### config.mk
export PLATFORM = sky130hd
export DESIGN_NAME = agusec_unit
export DESIGN_NICKNAME = d
export VERILOG_FILES = /design/src/hw/agusec_pkg.sv /design/src/hw/agusec_shift8.sv /design/src/hw/agusec_check_upper.sv /design/src/hw/agusec_range.sv /design/src/hw/agusec_unit.sv
export SDC_FILE = /design/constraint.sdc
export NUM_CORES = 1
export LEC_CHECK = 0
export ABC_AREA = 1
export BUFFER_PORTS_ARGS = -buffer_cell sky130_fd_sc_hd__buf_2
export CORE_MARGIN = 2
export CORE_UTILIZATION = 40
export CTS_CLUSTER_SIZE = 14
export DETAILED_ROUTE_END_ITERATION = 8
export PLACE_DENSITY = 0.75
export SETUP_SLACK_MARGIN = 0.4
export SLEW_MARGIN = 20
export SYNTH_ARGS = -nofsm -noshare
export SYNTH_HDL_FRONTEND = slang
export SYNTH_SLANG_ARGS = --single-unit
export TNS_END_PERCENT = 5
### constraint.sdc
create_clock -name clk -period 1.1 [get_ports clk]
set_input_delay 0.055 -clock clk [delete_from_list [all_inputs] [get_ports clk]]
set_output_delay 0.055 -clock clk [all_outputs]
set_load 0.005 [all_outputs]
### src/hw/agusec_pkg.sv
package agusec_pkg;

  // field widths of a compressed pointer
  localparam int unsigned ptr_w  = 65;
  localparam int unsigned exp_w  = 5;
  localparam int unsigned bnd_w  = 7;
  localparam int unsigned addr_w = 40;

  // field positions, stacked upward from the address
  localparam int unsigned ptr_addr_lsb   = 4;
  localparam int unsigned ptr_on_low_bit = ptr_addr_lsb + addr_w;   // 44
  localparam int unsigned ptr_low_lsb    = ptr_on_low_bit + 1;      // 51:45
  localparam int unsigned ptr_hi_lsb     = ptr_low_lsb + bnd_w;     // 58:52
  localparam int unsigned ptr_exp_lsb    = ptr_hi_lsb + bnd_w;      // 63:59

  typedef struct packed {
    logic [ptr_w-ptr_exp_lsb-exp_w-1:0] spare_hi;
    logic [exp_w-1:0]                   exp;
    logic [bnd_w-1:0]                   hi;
    logic [bnd_w-1:0]                   low;
    logic                               on_low;
    logic [addr_w-1:0]                  address;
    logic [ptr_addr_lsb-1:0]            spare_lo;
  } agusec_ptr_s;

  // same 65-bit word, seen raw or split into fields
  typedef union packed {
    logic [ptr_w-1:0] raw;
    agusec_ptr_s      f;
  } agusec_ptr_u;

  // carry out of a + b + cin
  // a <= b is carry_out(~a, b, 1), a < b is carry_out(~a, b, 0)
  // narrower operands: pad a with 0 and the inverted side with 1
  function automatic logic carry_out(input logic [7:0] a,
                                     input logic [7:0] b,
                                     input logic       cin);
    logic [8:0] sum;
    sum = {1'b0, a} + {1'b0, b} + {8'd0, cin};
    return sum[8];
  endfunction

  function automatic logic redand8(input logic [7:0] din);
    return &din;
  endfunction

  function automatic logic redor8(input logic [7:0] din);
    return |din;
  endfunction

endpackage

### src/hw/agusec_shift8.sv
module agusec_shift8 import agusec_pkg::*; (
  input  logic [exp_w-1:0]  exp,
  input  logic [addr_w-1:0] addr,
  output logic [7:0]        bits
);

  logic [14:0] window; // byte at exp[4:3] plus the seven bits above it

  // coarse step by byte lane
  always_comb
  begin
    case (exp[4:3])
      2'd0: window = addr[14:0];
      2'd1: window = addr[22:8];
      2'd2: window = addr[30:16];
      default: window = addr[38:24];
    endcase
  end

  // fine step within the 15-bit window
  always_comb
  begin
    case (exp[2:0])
      3'd0: bits = window[7:0];
      3'd1: bits = window[8:1];
      3'd2: bits = window[9:2];
      3'd3: bits = window[10:3];
      3'd4: bits = window[11:4];
      3'd5: bits = window[12:5];
      3'd6: bits = window[13:6];
      default: bits = window[14:7];
    endcase
  end

endmodule

### src/hw/agusec_check_upper.sv
module agusec_check_upper import agusec_pkg::*; #(
  parameter bit AGU = 1'b0
) (
  input  agusec_ptr_u       ptr,
  input  logic [addr_w-1:0] a,
  input  logic [addr_w-1:0] b,
  output logic [2:0]        pos_ack,
  output logic [2:0]        neg_ack,
  output logic [1:0]        pos_flip,
  output logic [1:0]        neg_flip,
  output logic              nhi_less
);

  logic [exp_w-1:0] exp;
  logic [addr_w:0]  or_v;
  logic [addr_w:0]  xor_v;
  logic [addr_w:0]  and_v;
  logic [7:0]       fine_msk;
  logic [7:0]       msk_edge;
  logic             on_low;
  logic             on_hi;
  logic             wrap;
  logic             max;
  logic             open_hi;
  logic             top;

  // per-lane window tests
  logic [3:0] pos0, pos2, pos3;
  logic [3:0] neg0, neg1, neg2, neg3;
  logic [3:0] xpos0, xpos2, xpos3;
  logic [3:0] xneg0, xneg1, xneg2, xneg3;

  logic do_pos, do_pos2, do_pos3;
  logic do_neg, do_neg1, do_neg2, do_neg3;

  assign exp    = ptr.f.exp;
  assign on_low = ptr.f.on_low;
  assign on_hi  = ~on_low;
  assign max    = (exp == 5'h1f);

  // hi mantissa of all ones is an open top bound, except in the AGU variant
  assign open_hi = ~AGU & (ptr.f.hi == 7'h7f);
  assign top     = max | open_hi;

  // operand vectors, bit 40 models the bit past the address
  assign or_v  = {1'b0, a | b};
  assign xor_v = {1'b1, a ^ b};
  assign and_v = {1'b1, a & b};

  // hi >= low, padded compare on 7 bits
  assign nhi_less = carry_out({1'b0, ptr.f.hi}, {1'b1, ~ptr.f.low}, 1'b1);
  assign wrap     = ~nhi_less; // bounds wrap around the window

  genvar i;
  for (i = 0; i < 8; i++)
  begin : g_msk
    assign fine_msk[i] = (3'(i) > exp[2:0]); // bits above the fine shift
  end
  assign msk_edge = {1'b0, fine_msk[7:1]} & ~fine_msk; // one-hot at exp[2:0]

  genvar p;
  for (p = 0; p < 4; p++)
  begin : g_lane
    logic sel;   // lane holds the exponent
    logic above; // lane lies wholly above the exponent byte

    assign sel   = (exp[4:3] == 2'(p));
    assign above = (2'(p) > exp[4:3]);

    // whole lanes above the window
    assign pos0[p] = ~above | ~redor8(or_v[p*8+8 +: 8]);
    assign pos2[p] = ~above | ~redor8(or_v[p*8+9 +: 8]);
    assign neg0[p] = ~above | redand8(xor_v[p*8+8 +: 8]);
    assign neg1[p] = ~above | redand8(and_v[p*8+8 +: 8]);
    assign neg2[p] = ~above | redand8(xor_v[p*8+9 +: 8]);

    // clean-operand tests in the exponent lane
    assign pos3[p] = ~sel | ~redor8(or_v[p*8+9 +: 8]);
    assign neg3[p] = ~sel | redand8(and_v[p*8+9 +: 8]);

    // exponent lane, masked by the fine shift
    assign xpos0[p] = ~sel | ~redor8(or_v[p*8+8 +: 8] & fine_msk);
    assign xpos2[p] = ~sel | (~redor8(or_v[p*8+9 +: 8] & fine_msk) &
                              ~redor8(and_v[p*8+9 +: 8] & msk_edge));
    assign xpos3[p] = ~sel | ~redor8(or_v[p*8+1 +: 8] & fine_msk);
    assign xneg0[p] = ~sel | redand8(xor_v[p*8+8 +: 8] | ~fine_msk);
    assign xneg1[p] = ~sel | redand8(and_v[p*8+8 +: 8] | ~fine_msk);
    assign xneg2[p] = ~sel | (redand8(xor_v[p*8+9 +: 8] | ~fine_msk) &
                              ~redor8(and_v[p*8+9 +: 8] & msk_edge));
    assign xneg3[p] = ~sel | redand8(and_v[p*8+1 +: 8] | ~fine_msk);
  end

  assign do_pos  = redand8({pos0, xpos0});
  assign do_pos2 = redand8({pos2, xpos2});
  assign do_pos3 = do_pos & redand8({pos3, xpos3});
  assign do_neg  = redand8({neg0, xneg0});
  assign do_neg1 = redand8({neg1, xneg1});
  assign do_neg2 = redand8({neg2, xneg2});
  assign do_neg3 = do_neg1 & redand8({neg3, xneg3}); // both operands sign-extended

  assign pos_ack[0] = (do_pos & ~(~wrap & on_hi)) | (do_pos2 & on_low & wrap) | top;
  assign pos_ack[1] = (do_pos & on_low & wrap) | top; // carry in set
  assign pos_ack[2] = do_pos3 | top;

  assign neg_ack[0] = do_neg & on_hi & wrap;
  assign neg_ack[1] = (do_neg & ~(~wrap & on_hi)) | ((do_neg2 | do_neg1) & on_hi & wrap);
  assign neg_ack[2] = do_neg3 | max;

  // pos side needs on_low, neg side on_hi, so never both
  assign pos_flip[0] = do_pos2 & ~do_pos & on_low & ~top;
  assign pos_flip[1] = do_pos & on_low & ~top;
  assign neg_flip[0] = do_neg & on_hi & ~max;
  assign neg_flip[1] = (do_neg2 | do_neg1) & ~do_neg & on_hi & ~max;

endmodule

### src/hw/agusec_range.sv
module agusec_range import agusec_pkg::*; (
  input  agusec_ptr_u ptr,
  input  logic        cin_secq,
  input  logic        diff,
  output logic        cout_secq
);

  logic [7:0] low_ext;
  logic [7:0] high_ext;
  logic [7:0] bits;
  logic       low_ok;
  logic       high_ok;
  logic       low_skip;
  logic       high_skip;

  // bounds widened to the 8-bit window
  assign low_ext  = {ptr.f.low, 1'b0};
  assign high_ext = {ptr.f.hi, 1'b1};

  agusec_shift8 u_shift (
    .exp  (ptr.f.exp),
    .addr (ptr.f.address),
    .bits (bits)
  );

  assign low_ok  = carry_out(~low_ext, bits, 1'b1);  // low_ext <= bits
  assign high_ok = carry_out(high_ext, ~bits, 1'b1); // bits <= high_ext

  // on_low picks which side of the window is trusted
  assign low_skip  = diff & ~ptr.f.on_low;
  assign high_skip = diff & ptr.f.on_low;

  assign cout_secq = cin_secq & (low_ok | low_skip) & (high_ok | high_skip);

endmodule

### src/hw/agusec_unit.sv
module agusec_unit import agusec_pkg::*; #(
  parameter bit AGU = 1'b0
) (
  input  logic              clk,
  input  logic              arst_n,
  input  logic              in_valid,
  input  logic [ptr_w-1:0]  ptr,
  input  logic [addr_w-1:0] op_a,
  input  logic [addr_w-1:0] op_b,
  input  logic              cin_secq,
  output logic              out_valid,
  output logic              sec_ok,
  output logic [2:0]        pos_ack,
  output logic [2:0]        neg_ack,
  output logic [1:0]        pos_flip,
  output logic [1:0]        neg_flip
);

  agusec_ptr_u ptr_u;
  logic [2:0]  pos_ack_c;
  logic [2:0]  neg_ack_c;
  logic [1:0]  pos_flip_c;
  logic [1:0]  neg_flip_c;
  logic        nhi_less;
  logic        sec_ok_c;

  assign ptr_u.raw = ptr;

  agusec_check_upper #(
    .AGU (AGU)
  ) u_check (
    .ptr      (ptr_u),
    .a        (op_a),
    .b        (op_b),
    .pos_ack  (pos_ack_c),
    .neg_ack  (neg_ack_c),
    .pos_flip (pos_flip_c),
    .neg_flip (neg_flip_c),
    .nhi_less (nhi_less)
  );

  agusec_range u_range (
    .ptr       (ptr_u),
    .cin_secq  (cin_secq),
    .diff      (nhi_less),
    .cout_secq (sec_ok_c)
  );

  // results load only on a strobe and hold otherwise
  always_ff @(posedge clk or negedge arst_n)
  begin
    if (!arst_n)
    begin
      out_valid <= 1'b0;
      sec_ok    <= 1'b0;
      pos_ack   <= '0;
      neg_ack   <= '0;
      pos_flip  <= '0;
      neg_flip  <= '0;
    end
    else
    begin
      out_valid <= in_valid; // one-cycle pulse per item
      if (in_valid)
      begin
        sec_ok   <= sec_ok_c;
        pos_ack  <= pos_ack_c;
        neg_ack  <= neg_ack_c;
        pos_flip <= pos_flip_c;
        neg_flip <= neg_flip_c;
      end
    end
  end

endmodule

Word-level counts from Yosys, hierarchy flattened
Index checks and enable logic that the tools add are counted.
{"block": "word_totals", "reg_bits": 12}
{"block": "op_classes", "magnitude_cmp": 12, "mux": 2, "bitwise": 171, "n_reduce_logical": 62, "add_sub_neg": 6, "eq_ne": 11}
{"op": "$reduce_and A8 Y1", "n": 37}
{"op": "$reduce_or A8 Y1", "n": 20}
{"op": "$or A8 B8 Y8", "n": 16}
{"op": "$and A8 B8 Y8", "n": 12}
{"op": "$or A1 B1 Y1", "n": 66}
{"op": "$pmux W8 S7", "n": 1}
{"op": "$pmux W15 S3", "n": 1}
{"op": "$and A40 B40 Y40", "n": 1}
{"op": "$or A40 B40 Y40", "n": 1}
{"op": "$xor A40 B40 Y40", "n": 1}
{"op": "$not A1 Y1", "n": 36}
{"op": "$and A1 B1 Y1", "n": 32}
{"op": "$add A9 B1 Y9 const B", "n": 3}
{"op": "$not A8 Y8", "n": 3}
{"op": "$add A8 B8 Y9", "n": 2}
{"op": "$and A7 B8 Y8", "n": 2}
{"op": "$reduce_and A7 Y1", "n": 2}
{"op": "$gt A3 B3 Y1 const A", "n": 4}
{"op": "$add A7 B8 Y9", "n": 1}
{"op": "$eq A3 B3 Y1 const B", "n": 3}
{"op": "$eq A7 B7 Y1 const B", "n": 1}
{"op": "$not A7 Y7", "n": 1}
{"op": "$reduce_or A7 Y1", "n": 1}
{"op": "$eq A3 B2 Y1 const B", "n": 2}
{"op": "10 further kinds", "n": 15}

Depth between registers and ports, before layout
Gate-level depths: netlist of the first run.
{"block": "logic_depth", "depth_word": 13, "mapped_depth": 20, "depth_no_buf": 19}

Cells and area by module
From an unflattened synthesis of the first run, not the netlist that was laid out.
{"block": "unflattened", "cells_unflattened": 1010, "area_unflattened_um2": 5481.5}
{"module": "agusec_check_upper", "cells_per_inst": 671, "area_each_um2": 3560.9, "n_inst": 1}
{"module": "agusec_shift8", "cells_per_inst": 224, "area_each_um2": 1102.3, "n_inst": 1}
{"module": "agusec_unit", "cells_per_inst": 48, "area_each_um2": 446.7, "n_inst": 1}
{"module": "agusec_range", "cells_per_inst": 67, "area_each_um2": 371.6, "n_inst": 1}

Worst setup path before layout of the first run
Ideal clock, no wire load.
{"block": "synth_path", "path_kind": "in2reg", "start": "input ptr[61]", "end": "register sec_ok", "path_slack_ps": -1079, "required_time_ps": 983, "cell_stages": 18, "t_arrival_ps": 2062, "cell_sequence": "buf_4 nand2_4 inv_2 nand2_1 buf_2 clkbuf_1 o21ai_0 a221oi_1 nand2_1 nand2_1 inv_1 ha_1 a21oi_1 o21ai_0 a21oi_1 nand2_1 nand3_1 nand2_1"}
{"block": "synth_between", "elab_chain_cells": 7, "word_cells_on_any_way": 17}
{"item": "from (decl)", "line": "agusec_unit.sv:7", "rtl": "input logic [ptr_w-1:0] ptr,"}
{"item": "$eq A3 B3 Y1, or another cell as far along", "line": "agusec_shift8.sv:23", "rtl": "case (exp[2:0])"}
{"item": "$pmux W8 S7 (*)", "line": "agusec_shift8.sv:23"}
{"item": "$add A8 B8 Y9 or $not A8 Y8 (tied branches)", "line": "agusec_pkg.sv:39, agusec_range.sv:27"}
{"item": "$add A9 B1 Y9 or $add A8 B8 Y9 (tied branches)", "line": "agusec_pkg.sv:39", "rtl": "sum = {1'b0, a} + {1'b0, b} + {8'd0, cin};"}
{"item": "$or A1 B1 Y1 or $add A9 B1 Y9 (tied branches)", "line": "agusec_range.sv:33, agusec_pkg.sv:39"}
{"item": "$and A1 B1 Y1 or $or A1 B1 Y1 (tied branches)", "line": "agusec_range.sv:33", "rtl": "assign cout_secq = cin_secq & (low_ok | low_skip) & (high_ok | high_skip);"}
{"item": "$and A1 B1 Y1 (*)", "line": "agusec_range.sv:33"}
{"item": "to (signal assigned)", "line": "agusec_unit.sv:66", "rtl": "sec_ok <= sec_ok_c;"}
{"item": "to (decl)", "line": "agusec_unit.sv:12", "rtl": "output logic sec_ok,"}
Mark *: on every way between the ends. The rest lies on a longest branch, timed or not.
A chain may end at the register's enable or synchronous reset.

Worst setup path after layout of the first run
{"block": "layout_path", "start": "input ptr[63]", "end": "register sec_ok"}
{"block": "layout_between", "elab_chain_cells": 8, "word_cells_on_any_way": 14}
{"item": "$eq A2 B2 Y1, or another cell as far along", "line": "agusec_shift8.sv:12", "rtl": "case (exp[4:3])"}
{"item": "$pmux W15 S3 (*)", "line": "agusec_shift8.sv:12"}
{"item": "$pmux W8 S7 (*)", "line": "agusec_shift8.sv:23"}
{"item": "$add A8 B8 Y9 or $not A8 Y8 (tied branches)", "line": "agusec_pkg.sv:39, agusec_range.sv:27"}
{"item": "$add A9 B1 Y9 or $add A8 B8 Y9 (tied branches)", "line": "agusec_pkg.sv:39"}
{"item": "$or A1 B1 Y1 or $add A9 B1 Y9 (tied branches)", "line": "agusec_range.sv:33, agusec_pkg.sv:39"}
{"item": "$and A1 B1 Y1 or $or A1 B1 Y1 (tied branches)", "line": "agusec_range.sv:33"}
{"item": "$and A1 B1 Y1 (*)", "line": "agusec_range.sv:33"}
Marked as above.

==> metrics.md, run 1 <==
| Metric | Value |
|---|---|
| FMAX | 485 MHz |
| Synth Cell Area | 4810 µm² |
| Wire length per cell | 15.4 µm |
| Slew margin rel. | 0.721 |
| Syn nets | 1081 |
| Synth cell types | 45 |
| Initial antenna violation count | 0 |
| Top cells by count, synth | nand2_1 (209), inv_1 (145), ha_1 (82), nor2_1 (82), nand3_1 (56) |
| Status | complete, but fails checks |
| Final Non-Filler Cells | 1307 |
| Pleak | 4.26 nW |
| Largest net degree at the start of global routing | 21 |
| Synth Register Bits | 12 |
| Placed inst area | 6910 µm² |
| Setup TNS | -5.70 ns |
| Worst-Margin Slew | 0.416 ns |
| Antenna fix cells | 0 |
| # IOs | 161 |
| Tmin final | 2.06 ns |
| Syn Area/Cell | 5.66 µm² |
| Vias in the first global route | 6909 |
| Wire length of the first global-routing pass | 31600 µm |
| Worst Path Arrival | 2.19 ns |
| Remaining Overflow, GRT | 0 |
| Synth Area in Adders | 0.213 |
| Final non-filler cell area | 7600 µm² |
| Setup Viol. Count Final | 11 |
| Die area | 12900 µm² |
| Worst Setup Start Kind | input pin |
| Max rail drop VDD | 0.353 mV |
| Largest family of logic cells by synthesized area | simple AND/OR/NAND/NOR gates |
| Synth Area in Compound Gates | 0.203 |
| Pwr/cell area | 551 nW/µm² |
| GP Congestion | 1.00 |
| Later-pin clock latency in the skew report | 0.24 ns |
| Hold Crit Class | in -> reg |
| Clk buf depth | 2 |
| Hold Vio Cnt, Final | 0 |
| Total wire length | 20100 µm |
| Simple logic cell fraction of the synthesized area | 0.374 |
| Layout area overhead | 58.2% |
| Crit. End Element | register |
| Sequential Area | 300 µm² |
| NumNets Final | 1392 |
| CTS tree | done |
| Layout cells sized above 1 | 0.378 |
| RSZ-0062 raised after global routing | true |
| WS Path Type | in -> reg |
| Post-synth top area share | 0.213 |
| Setup ws final | -0.960 ns |
| Placed Instances | 1283 |
| Fin. max-slew vios | 0 |
| Place WS | -1.29 ns |
| Final worst clock skew | 0 ns |
| Clock tree sinks | 12 |
| 1st-iter DRT viols | 759 |
| Crit path max fanout | 8 |
| I/O Buffers | 149 |
| # rows | 40 |
| Count leader, synth | nand2_1 |
| First drt pass iteration count | 6 |
| CORE AREA | 11900 µm² |
| Clock Pin Slew Worst Setup and Hold Paths | 0.04 ns |
| Seq/Total Area, Yosys | 0.0625 |
| Via density | 5.45 |
| Initial core utilization | 0.405 |
| Max cap viols | 0 |
| H-tree depth | 1 |
| Failing checks | negative setup slack |
| # fillers | 1082 |
| Synth area leader | ha_1 |
| Ys flop type | dfrtp_1 |
| Asr flop ratio synth | 1.00 |
| Xor and xnor area share after synthesis | 0 |
| Top area cells in the synthesized netlist | ha_1 (21%), nand2_1 (16%), inv_1 (11%) |
| Syn. warnings | 0 |
| Drt drc | 0 |
| GRT Total Usage | 0.298 |
| CTS buffer count | 3 |
| DRT antenna net count | 0 |
| HPWL after detailed placement | 15900 µm |
| WP data required | 1.23 ns |
| Fin crit share | 1.87 |
| Post-synth EDFFs | 0 |
| Mapped Cells | 850 |
| Via Count | 7127 |
| Post-synthesis mux area share | 0 |
| Area of the multi-input gates | 4170 µm² |
| Clock root cell | clkbuf_16 |
| Final core occ | 0.641 |
| Chip height | 114 µm |
| Chip Width | 114 µm |
## through the flow
step,hold WS (ns),power [mW]
6_report,0.0775,4.19
3_3_place_gp,-0.0561,3.01
3_5_place_dp,-0.0484,3.05
4_1_cts,0.0793,4.01
2_1_floorplan,-0.241,1.84
5_1_grt,0.0806,4.52
## sequential cells by signal, indices dropped and copies added, names as in the netlist
name / cells
neg_flip: 2
neg_ack: 3
out_valid: 1
pos_flip: 2
sec_ok: 1
pos_ack: 3
## layer usage
layer	vias up	track usage	part of all wire
met1	3166	0.359	0.40
met2	431	0.543	0.47
met4	0	0.120	0.046
met5	-	0	0
met3	88	0.0260	0.080
li1	3442	-	-
## where the power goes
| part | switching [mW] | leakage [nW] | internal [mW] |
|---|---|---|---|
| clock network | 0.188 | 0.0442 | 0.548 |
| registers | 0.0141 | 0.160 | 0.469 |
| logic | 1.59 | 4.06 | 1.39 |
## cell type report
cell class,count,area share
clock buffer,4,0.0117
timing repair buffer,333,0.301
tap,147,0.0242
multi-input combinational,660,0.548
sequential,12,0.0395
inverter,151,0.0763
## path summary, 6_finish.rpt
path                       depth (start not counted)          to  startpoint  slack, ns
max in group asynchronous                          2   out_valid      arst_n       0.66
min reg2reg                                        2  neg_ack[0]  neg_ack[0]       0.48
max reg2reg                                        2  pos_ack[0]  pos_ack[0]       0.36
min in group asynchronous                          2  neg_ack[2]      arst_n       0.23
min                                                2   out_valid    in_valid       0.08
max                                               18      sec_ok     ptr[63]      -0.96
## timing repair
action	4_1_cts	5_1_grt
endpoints found under the hold margin	12	0
setup endpoints to repair	23	23
hold buffers	1	0
pin swaps	48	31
cloned	1	1
setup buffers	13	4
gates resized for setup	72	42
## layout by cell type, fill, tap and decap left out, types with 17 or more instances in the layout
master | synthesis | layout
a21oi_1 | 31 | 27
buf_2 | 13 | 145
buf_4 | 4 | 164
buf_6 | 1 | 17
ha_1 | 82 | 78
inv_1 | 145 | 140
nand2_1 | 209 | 193
nand3_1 | 56 | 48
nand4_1 | 28 | 28
nor2_1 | 82 | 70
o21ai_0 | 55 | 38
o21ai_1 | 11 | 19
o22ai_1 | 35 | 29
## cells by family after synthesis
| group | Yosys count |
|---|---|
| DFF | 12 |
| buffers and inverters | 179 |
| and+or+nand+nor | 411 |
| AOI/OAI and AO/OA | 166 |
| adders and majority gates | 82 |
## critical path: stages
cell and delay [ns]:
buf_8 0.08, buf_12 0.13, clkinvlp_4 0.14, buf_4 0.16, o2111ai_2 0.24, o21ai_2 0.14, o22ai_1 0.15, nor2_1 0.06
nand2_1 0.08, nand2_2 0.07, inv_2 0.08, ha_4 0.20, a21oi_2 0.13, o21ai_1 0.10, a21oi_1 0.18, nand2_1 0.09
nand3_2 0.06, nand2_1 0.04
Power figures use the tool's default switching activity.
==> inputs of run 2 (changes only) <==
--- a/config.mk
+++ b/config.mk
@@ -17,4 +17,3 @@
 export SYNTH_ARGS = -nofsm -noshare
 export SYNTH_HDL_FRONTEND = slang
 export SYNTH_SLANG_ARGS = --single-unit
-export TNS_END_PERCENT = 5
==> run 2 against run 1 <==
  * The flow still finishes with violations (negative setup slack)
  * Total power up 10%
  * Non-clock buffer count up 36
  * Combinational power up 14%
  * Core utilization up 7.1 points
==> metrics.md, run 2 (same netlist as run 1, synthesis figures left out) <==
| Metric | Value |
|---|---|
| Fin. max-slew vios | 0 |
| Wire length of the first global-routing pass | 34900 µm |
| Worst Setup Start Kind | input pin |
| Remaining Overflow, GRT | 0 |
| H-tree depth | 1 |
| Later-pin clock latency in the skew report | 0.23 ns |
| Initial antenna violation count | 0 |
| Layout cells sized above 1 | 0.443 |
| # rows | 40 |
| Vias in the first global route | 7422 |
| I/O Buffers | 149 |
| Layout area overhead | 75.7% |
| Final worst clock skew | 0 ns |
| GP Congestion | 1.00 |
| Final non-filler cell area | 8450 µm² |
| Placed inst area | 7070 µm² |
| Commonest non-fill, non-tap cell in the layout | nand2_1 |
| Hold Crit Class | in -> reg |
| CORE AREA | 11900 µm² |
| CP top delay family | simple AND/OR/NAND/NOR gates |
| Max cap viols | 0 |
| Worst-Margin Slew | 0.363 ns |
| WS Path Type | in -> reg |
| Fin crit share | 1.88 |
| Die area | 12900 µm² |
| Drt drc | 0 |
| Worst-path cell chain | buf_12, buf_12, nor2_4, buf_4, nand2_1, nand3_1, o21ai_2, o21ai_1, nor2_1, a22oi_2, inv_1, ha_1, nand2_1, inv_1, nand2_1, nand2_2, nand2_1, nand2_1, nand3_1, nand2_1 |
| Crit path max fanout | 5 |
| Slowest stage delay, CP | 0.27 ns |
| Wire length per cell | 16.8 µm |
| CTS buffer count | 3 |
| Clock tree sinks | 12 |
| GRT Total Usage | 0.331 |
| Total wire length | 22600 µm |
| Via Count | 7554 |
| Pwr/cell area | 546 nW/µm² |
| Hold Vio Cnt, Final | 0 |
| Most frequent CP cell | nand2_1 |
| Max rail drop VDD | 0.439 mV |
| NumNets Final | 1431 |
| RSZ-0062 raised after global routing | true |
| Place WS | -1.28 ns |
| Clock root cell | clkbuf_16 |
| Antenna fix cells | 0 |
| Chip height | 114 µm |
| Failing checks | negative setup slack |
| Clk buf depth | 2 |
| Initial core utilization | 0.405 |
| Status | complete, but fails checks |
| Worst Path Arrival | 2.19 ns |
| Largest regs | neg_ack: 3 flops, pos_ack: 3 flops |
| Tmin final | 2.07 ns |
| First drt pass iteration count | 6 |
| 1st-iter DRT viols | 673 |
| # IOs | 161 |
| FMAX | 483 MHz |
| Chip Width | 114 µm |
| Pleak | 4.63 nW |
| Largest net degree at the start of global routing | 16 |
| Setup ws final | -0.970 ns |
| Commonest non-fill, non-tap cells in the layout | nand2_1 (179), buf_4 (177), buf_2 (144) |
| Crit. End Element | register |
| CP max stage cell | ha_1 |
| Slew margin rel. | 0.757 |
| Setup Viol. Count Final | 11 |
| CTS tree | done |
| HPWL after detailed placement | 16100 µm |
| Crit path buf inv count | 5 |
| DRT antenna net count | 0 |
| WP data required | 1.22 ns |
| Via density | 5.61 |
| Clock Pin Slew Worst Setup and Hold Paths | 0.04 ns |
[run 2: cell count changes in the layout (fill, tap and decap cells not counted), moves of 11 or more]
cell / change
nand2_1: -14
buf_4: +13
o22ai_1: -12
o21ai_0: -11
o22ai_2: +11
[run 2: area by class of cell]
cell class,instances,area [µm²]
Multi-Input combinational cell,662,4480
Fill cell,935,3420
Timing Repair Buffer,369,2780
Inverter,151,602
Sequential cell,12,300
Tap cell,147,184
Clock buffer,4,88.8
Timing Repair inverter,1,8.76
[run 2: final timing paths]
path | startpoint | to | slack [ns] | depth (start not counted)
setup / recovery | ptr[62] | sec_ok | -0.97 | 20
hold / removal | in_valid | out_valid | 0.08 | 2
setup reg to reg | pos_ack[0] | pos_ack[0] | 0.32 | 2
hold reg to reg | neg_ack[2] | neg_ack[2] | 0.49 | 2
max in group asynchronous | arst_n | pos_flip[1] | 0.66 | 2
min in group asynchronous | arst_n | neg_ack[0] | 0.22 | 2
[run 2: repair_timing]
action | in CTS | in global routing
hold buffers | 1 | 0
gates cloned | 7 | 1
setup buffers | 33 | 7
endpoints found under the hold margin | 12 | 0
setup endpoints to repair | 23 | 23
resized for setup | 162 | 61
pin swaps | 84 | 48
[run 2: per-layer routing]
metal | track usage | vias up | part of all wire
li1 | - | 3533 | -
met1 | 0.387 | 3398 | 0.37
met2 | 0.596 | 500 | 0.48
met3 | 0.0414 | 123 | 0.091
met4 | 0.166 | 0 | 0.060
met5 | 0 | - | 0
[run 2: per-stage QoR]
stage	util	setup TNS, ns	total power [mW]	hold WS (ns)	cells
4_1_cts	0.684	-5.76	4.30	0.0838	1338
2_1_floorplan	-	-3.02	1.89	-0.241	850
3_3_place_gp	0.596	-9.88	3.08	-0.0544	1293
5_1_grt	0.712	-7.57	4.93	0.104	1346
6_report	0.712	-6.62	4.62	0.0812	1346
3_5_place_dp	0.596	-9.96	3.12	-0.0499	1293
[run 2: power by group]
group | total [mW] | internal (mW) | switching, mW
registers | 0.482 | 0.469 | 0.0130
clock network | 0.729 | 0.548 | 0.181
logic | 3.40 | 1.61 | 1.79
==> inputs of run 3 (changes only) <==
--- a/config.mk
+++ b/config.mk
@@ -9,9 +9,10 @@
 export BUFFER_PORTS_ARGS = -buffer_cell sky130_fd_sc_hd__buf_2
 export CORE_MARGIN = 2
 export CORE_UTILIZATION = 40
+export CTS_BUF_LIST = sky130_fd_sc_hd__clkbuf_4
 export CTS_CLUSTER_SIZE = 14
 export DETAILED_ROUTE_END_ITERATION = 8
-export PLACE_DENSITY = 0.75
+export PLACE_DENSITY = 0.77
 export SETUP_SLACK_MARGIN = 0.4
 export SLEW_MARGIN = 20
 export SYNTH_ARGS = -nofsm -noshare
==> constraint.sdc (replaced) <==
create_clock -name clk -period 1.84 [get_ports clk]
set_input_delay 0.092 -clock clk [delete_from_list [all_inputs] [get_ports clk]]
set_output_delay 0.092 -clock clk [all_outputs]
set_load 0.005 [all_outputs]
==> run 3 against run 2 <==
  * The run still ends with negative setup slack left
  * Critical path depth unchanged
  * Via count shrank 5.5%
  * Routed wire length decreased by 9.2%
  * Largest cell class unchanged
  * Non-clock buffer count decreased by 98
==> metrics.md, run 3 (same netlist as run 1, synthesis figures left out) <==
| Metric | Value |
|---|---|
| HPWL after detailed placement | 15300 µm |
| WP data required | 2.04 ns |
| Die area | 12900 µm² |
| Remaining Overflow, GRT | 0 |
| Later-pin clock latency in the skew report | 0.26 ns |
| Wire length of the first global-routing pass | 31700 µm |
| Worst-Margin Slew | 0.434 ns |
| DRT antenna net count | 0 |
| Switching Share | 0.484 |
| Wire length per cell | 16.5 µm |
| Slowest stage delay, CP | 0.29 ns |
| Initial core utilization | 0.405 |
| # rows | 40 |
| CTS tree | done |
| Chip height | 114 µm |
| GRT Total Usage | 0.298 |
| Final core occ | 0.616 |
| CTS buffer count | 3 |
| Worst Setup Start Kind | input pin |
| Final hold slack | 0.134 ns |
| CORE AREA | 11900 µm² |
| Setup TNS | -0.196 ns |
| GP Congestion | 1.03 |
| Hold Vio Cnt, Final | 0 |
| Via density | 5.73 |
| Total power | 2.19 mW |
| Slew margin rel. | 0.709 |
| R2r setup slk | 1.11 ns |
| 1st-iter DRT viols | 888 |
| Crit. End Element | register |
| CP max stage cell | ha_4 |
| Place WS | -0.580 ns |
| Sw Pwr | 1.06 mW |
| Max rail drop VDD | 0.141 mV |
| Largest regs | neg_ack: 3 flops, pos_ack: 3 flops |
| Pint | 1.13 mW |
| Sequential power share | 0.131 |
| Max cap viols | 0 |
| # fillers | 1057 |
| Status | complete, but fails checks |
| Via Count | 7141 |
| Setup crit start | ptr[63] |
| RSZ-0062 raised after global routing | true |
| Total wire length | 20500 µm |
| Largest net degree at the start of global routing | 17 |
| FMAX | 491 MHz |
| Hold Crit Class | in -> reg |
| Setup ws final | -0.196 ns |
| Failing checks | negative setup slack |
| Chip Width | 114 µm |
| # IOs | 161 |
| Layout area overhead | 52.0% |
| Reg2reg start | pos_ack[0] |
| Pwr/cell area | 300 nW/µm² |
| Final worst clock skew | 0 ns |
| Clock root cell | clkbuf_4 |
| Setup Viol. Count Final | 1 |
| Worst Path Arrival | 2.24 ns |
| Most frequent CP cell | nand2_1 |
| Initial antenna violation count | 0 |
| Clock Pin Slew Worst Setup and Hold Paths | 0.06 ns |
| Antenna fix cells | 0 |
| Clk pwr share | 0.070 |
| Layout cells sized above 1 | 0.356 |
| Tmin final | 2.04 ns |
| Worst-path cell chain | buf_12, buf_8, clkinvlp_4, nand3_2, nand3_2, nand2_4, o22ai_2, nor3_2, o2111ai_1, o21ai_1, inv_1, ha_4, nand2_2, inv_2, nand2_2, nand2_1, nand2_1, nand2_1, nand3_2, nand2_1 |
| NumNets Final | 1332 |
| Clk buf depth | 2 |
| Sequential Area | 300 µm² |
| Hold Startpoint | ptr[44] |
| Clock tree sinks | 12 |
| Pleak | 3.98 nW |
| Drt drc | 0 |
| First drt pass iteration count | 7 |
| Fin. max-slew vios | 0 |
| Commonest non-fill, non-tap cells in the layout | nand2_1 (190), buf_2 (144), inv_1 (138) |
| Area of the multi-input gates | 4320 µm² |
| Crit path max fanout | 7 |
| WS Path Type | in -> reg |
| Combinational share of power | 0.799 |
| Fin crit share | 1.11 |
| Vias in the first global route | 6830 |
| H-tree depth | 1 |
| Commonest non-fill, non-tap cell in the layout | nand2_1 |
| I/O Buffers | 149 |
-- run 3: final timing paths --
check	endpoint	depth (start not counted)
worst max-delay path	sec_ok	20
worst min-delay path	pos_flip[1]	3
worst max register to register	pos_ack[0]	2
worst min register to register	neg_flip[0]	2
max in group asynchronous	pos_ack[0]	2
min in group asynchronous	pos_ack[1]	2
-- run 3: through the flow --
| step | cells | instance area, µm² |
|---|---|---|
| 6_report | 1246 | 7310 |
| 5_1_grt | 1246 | 7310 |
| 4_1_cts | 1232 | 6960 |
| 3_5_place_dp | 1207 | 6350 |
| 3_3_place_gp | 1207 | 6350 |
| 2_1_floorplan | 850 | 4940 |
-- run 3: layer usage --
layer | global-route usage | vias to the layer above | wire length (µm)
li1 | - | 3327 | -
met1 | 0.363 | 3164 | 7730
met2 | 0.519 | 523 | 9390
met3 | 0.0409 | 127 | 2140
met4 | 0.142 | 0 | 1260
met5 | 0 | - | 0
-- run 3: cell type report --
cell class	instances	area share
flip-flops and latches	12	0.0411
multi-input cells	661	0.591
repair inverters	1	0.00120
inverters	151	0.0824
well taps	147	0.0252
clock buffers	3	0.00308
repair buffers	271	0.256
-- run 3: power by group through the flow --
| stage | Sequential [mW] | Clock (mW) | Combinational [mW] |
|---|---|---|---|
| global route | 0.289 | 0.178 | 1.91 |
| global placement | 0.293 | 0 | 1.38 |
| finish | 0.288 | 0.153 | 1.75 |
| floorplan | 0.293 | 0 | 0.817 |
| detailed placement | 0.293 | 0 | 1.40 |
| CTS | 0.288 | 0.160 | 1.58 |
-- run 3: critical path: cells and delay by family --
family / cells / cell delay, ns
AOI/OAI and AO/OA: 3 / 0.40
adders and majority gates: 1 / 0.29
and+or+nand+nor: 11 / 0.92
buffers and inverters: 5 / 0.54
-- run 3: what timing repair did --
| action | in CTS | in global routing |
|---|---|---|
| hold endpoints to repair | 12 | 1 |
| resized for setup | 104 | 54 |
| hold buffers | 1 | 1 |
| pin swaps | 57 | 53 |
| buffers inserted | 19 | 12 |
| gates cloned | 2 | 1 |
| endpoints found under the setup margin | 11 | 11 |
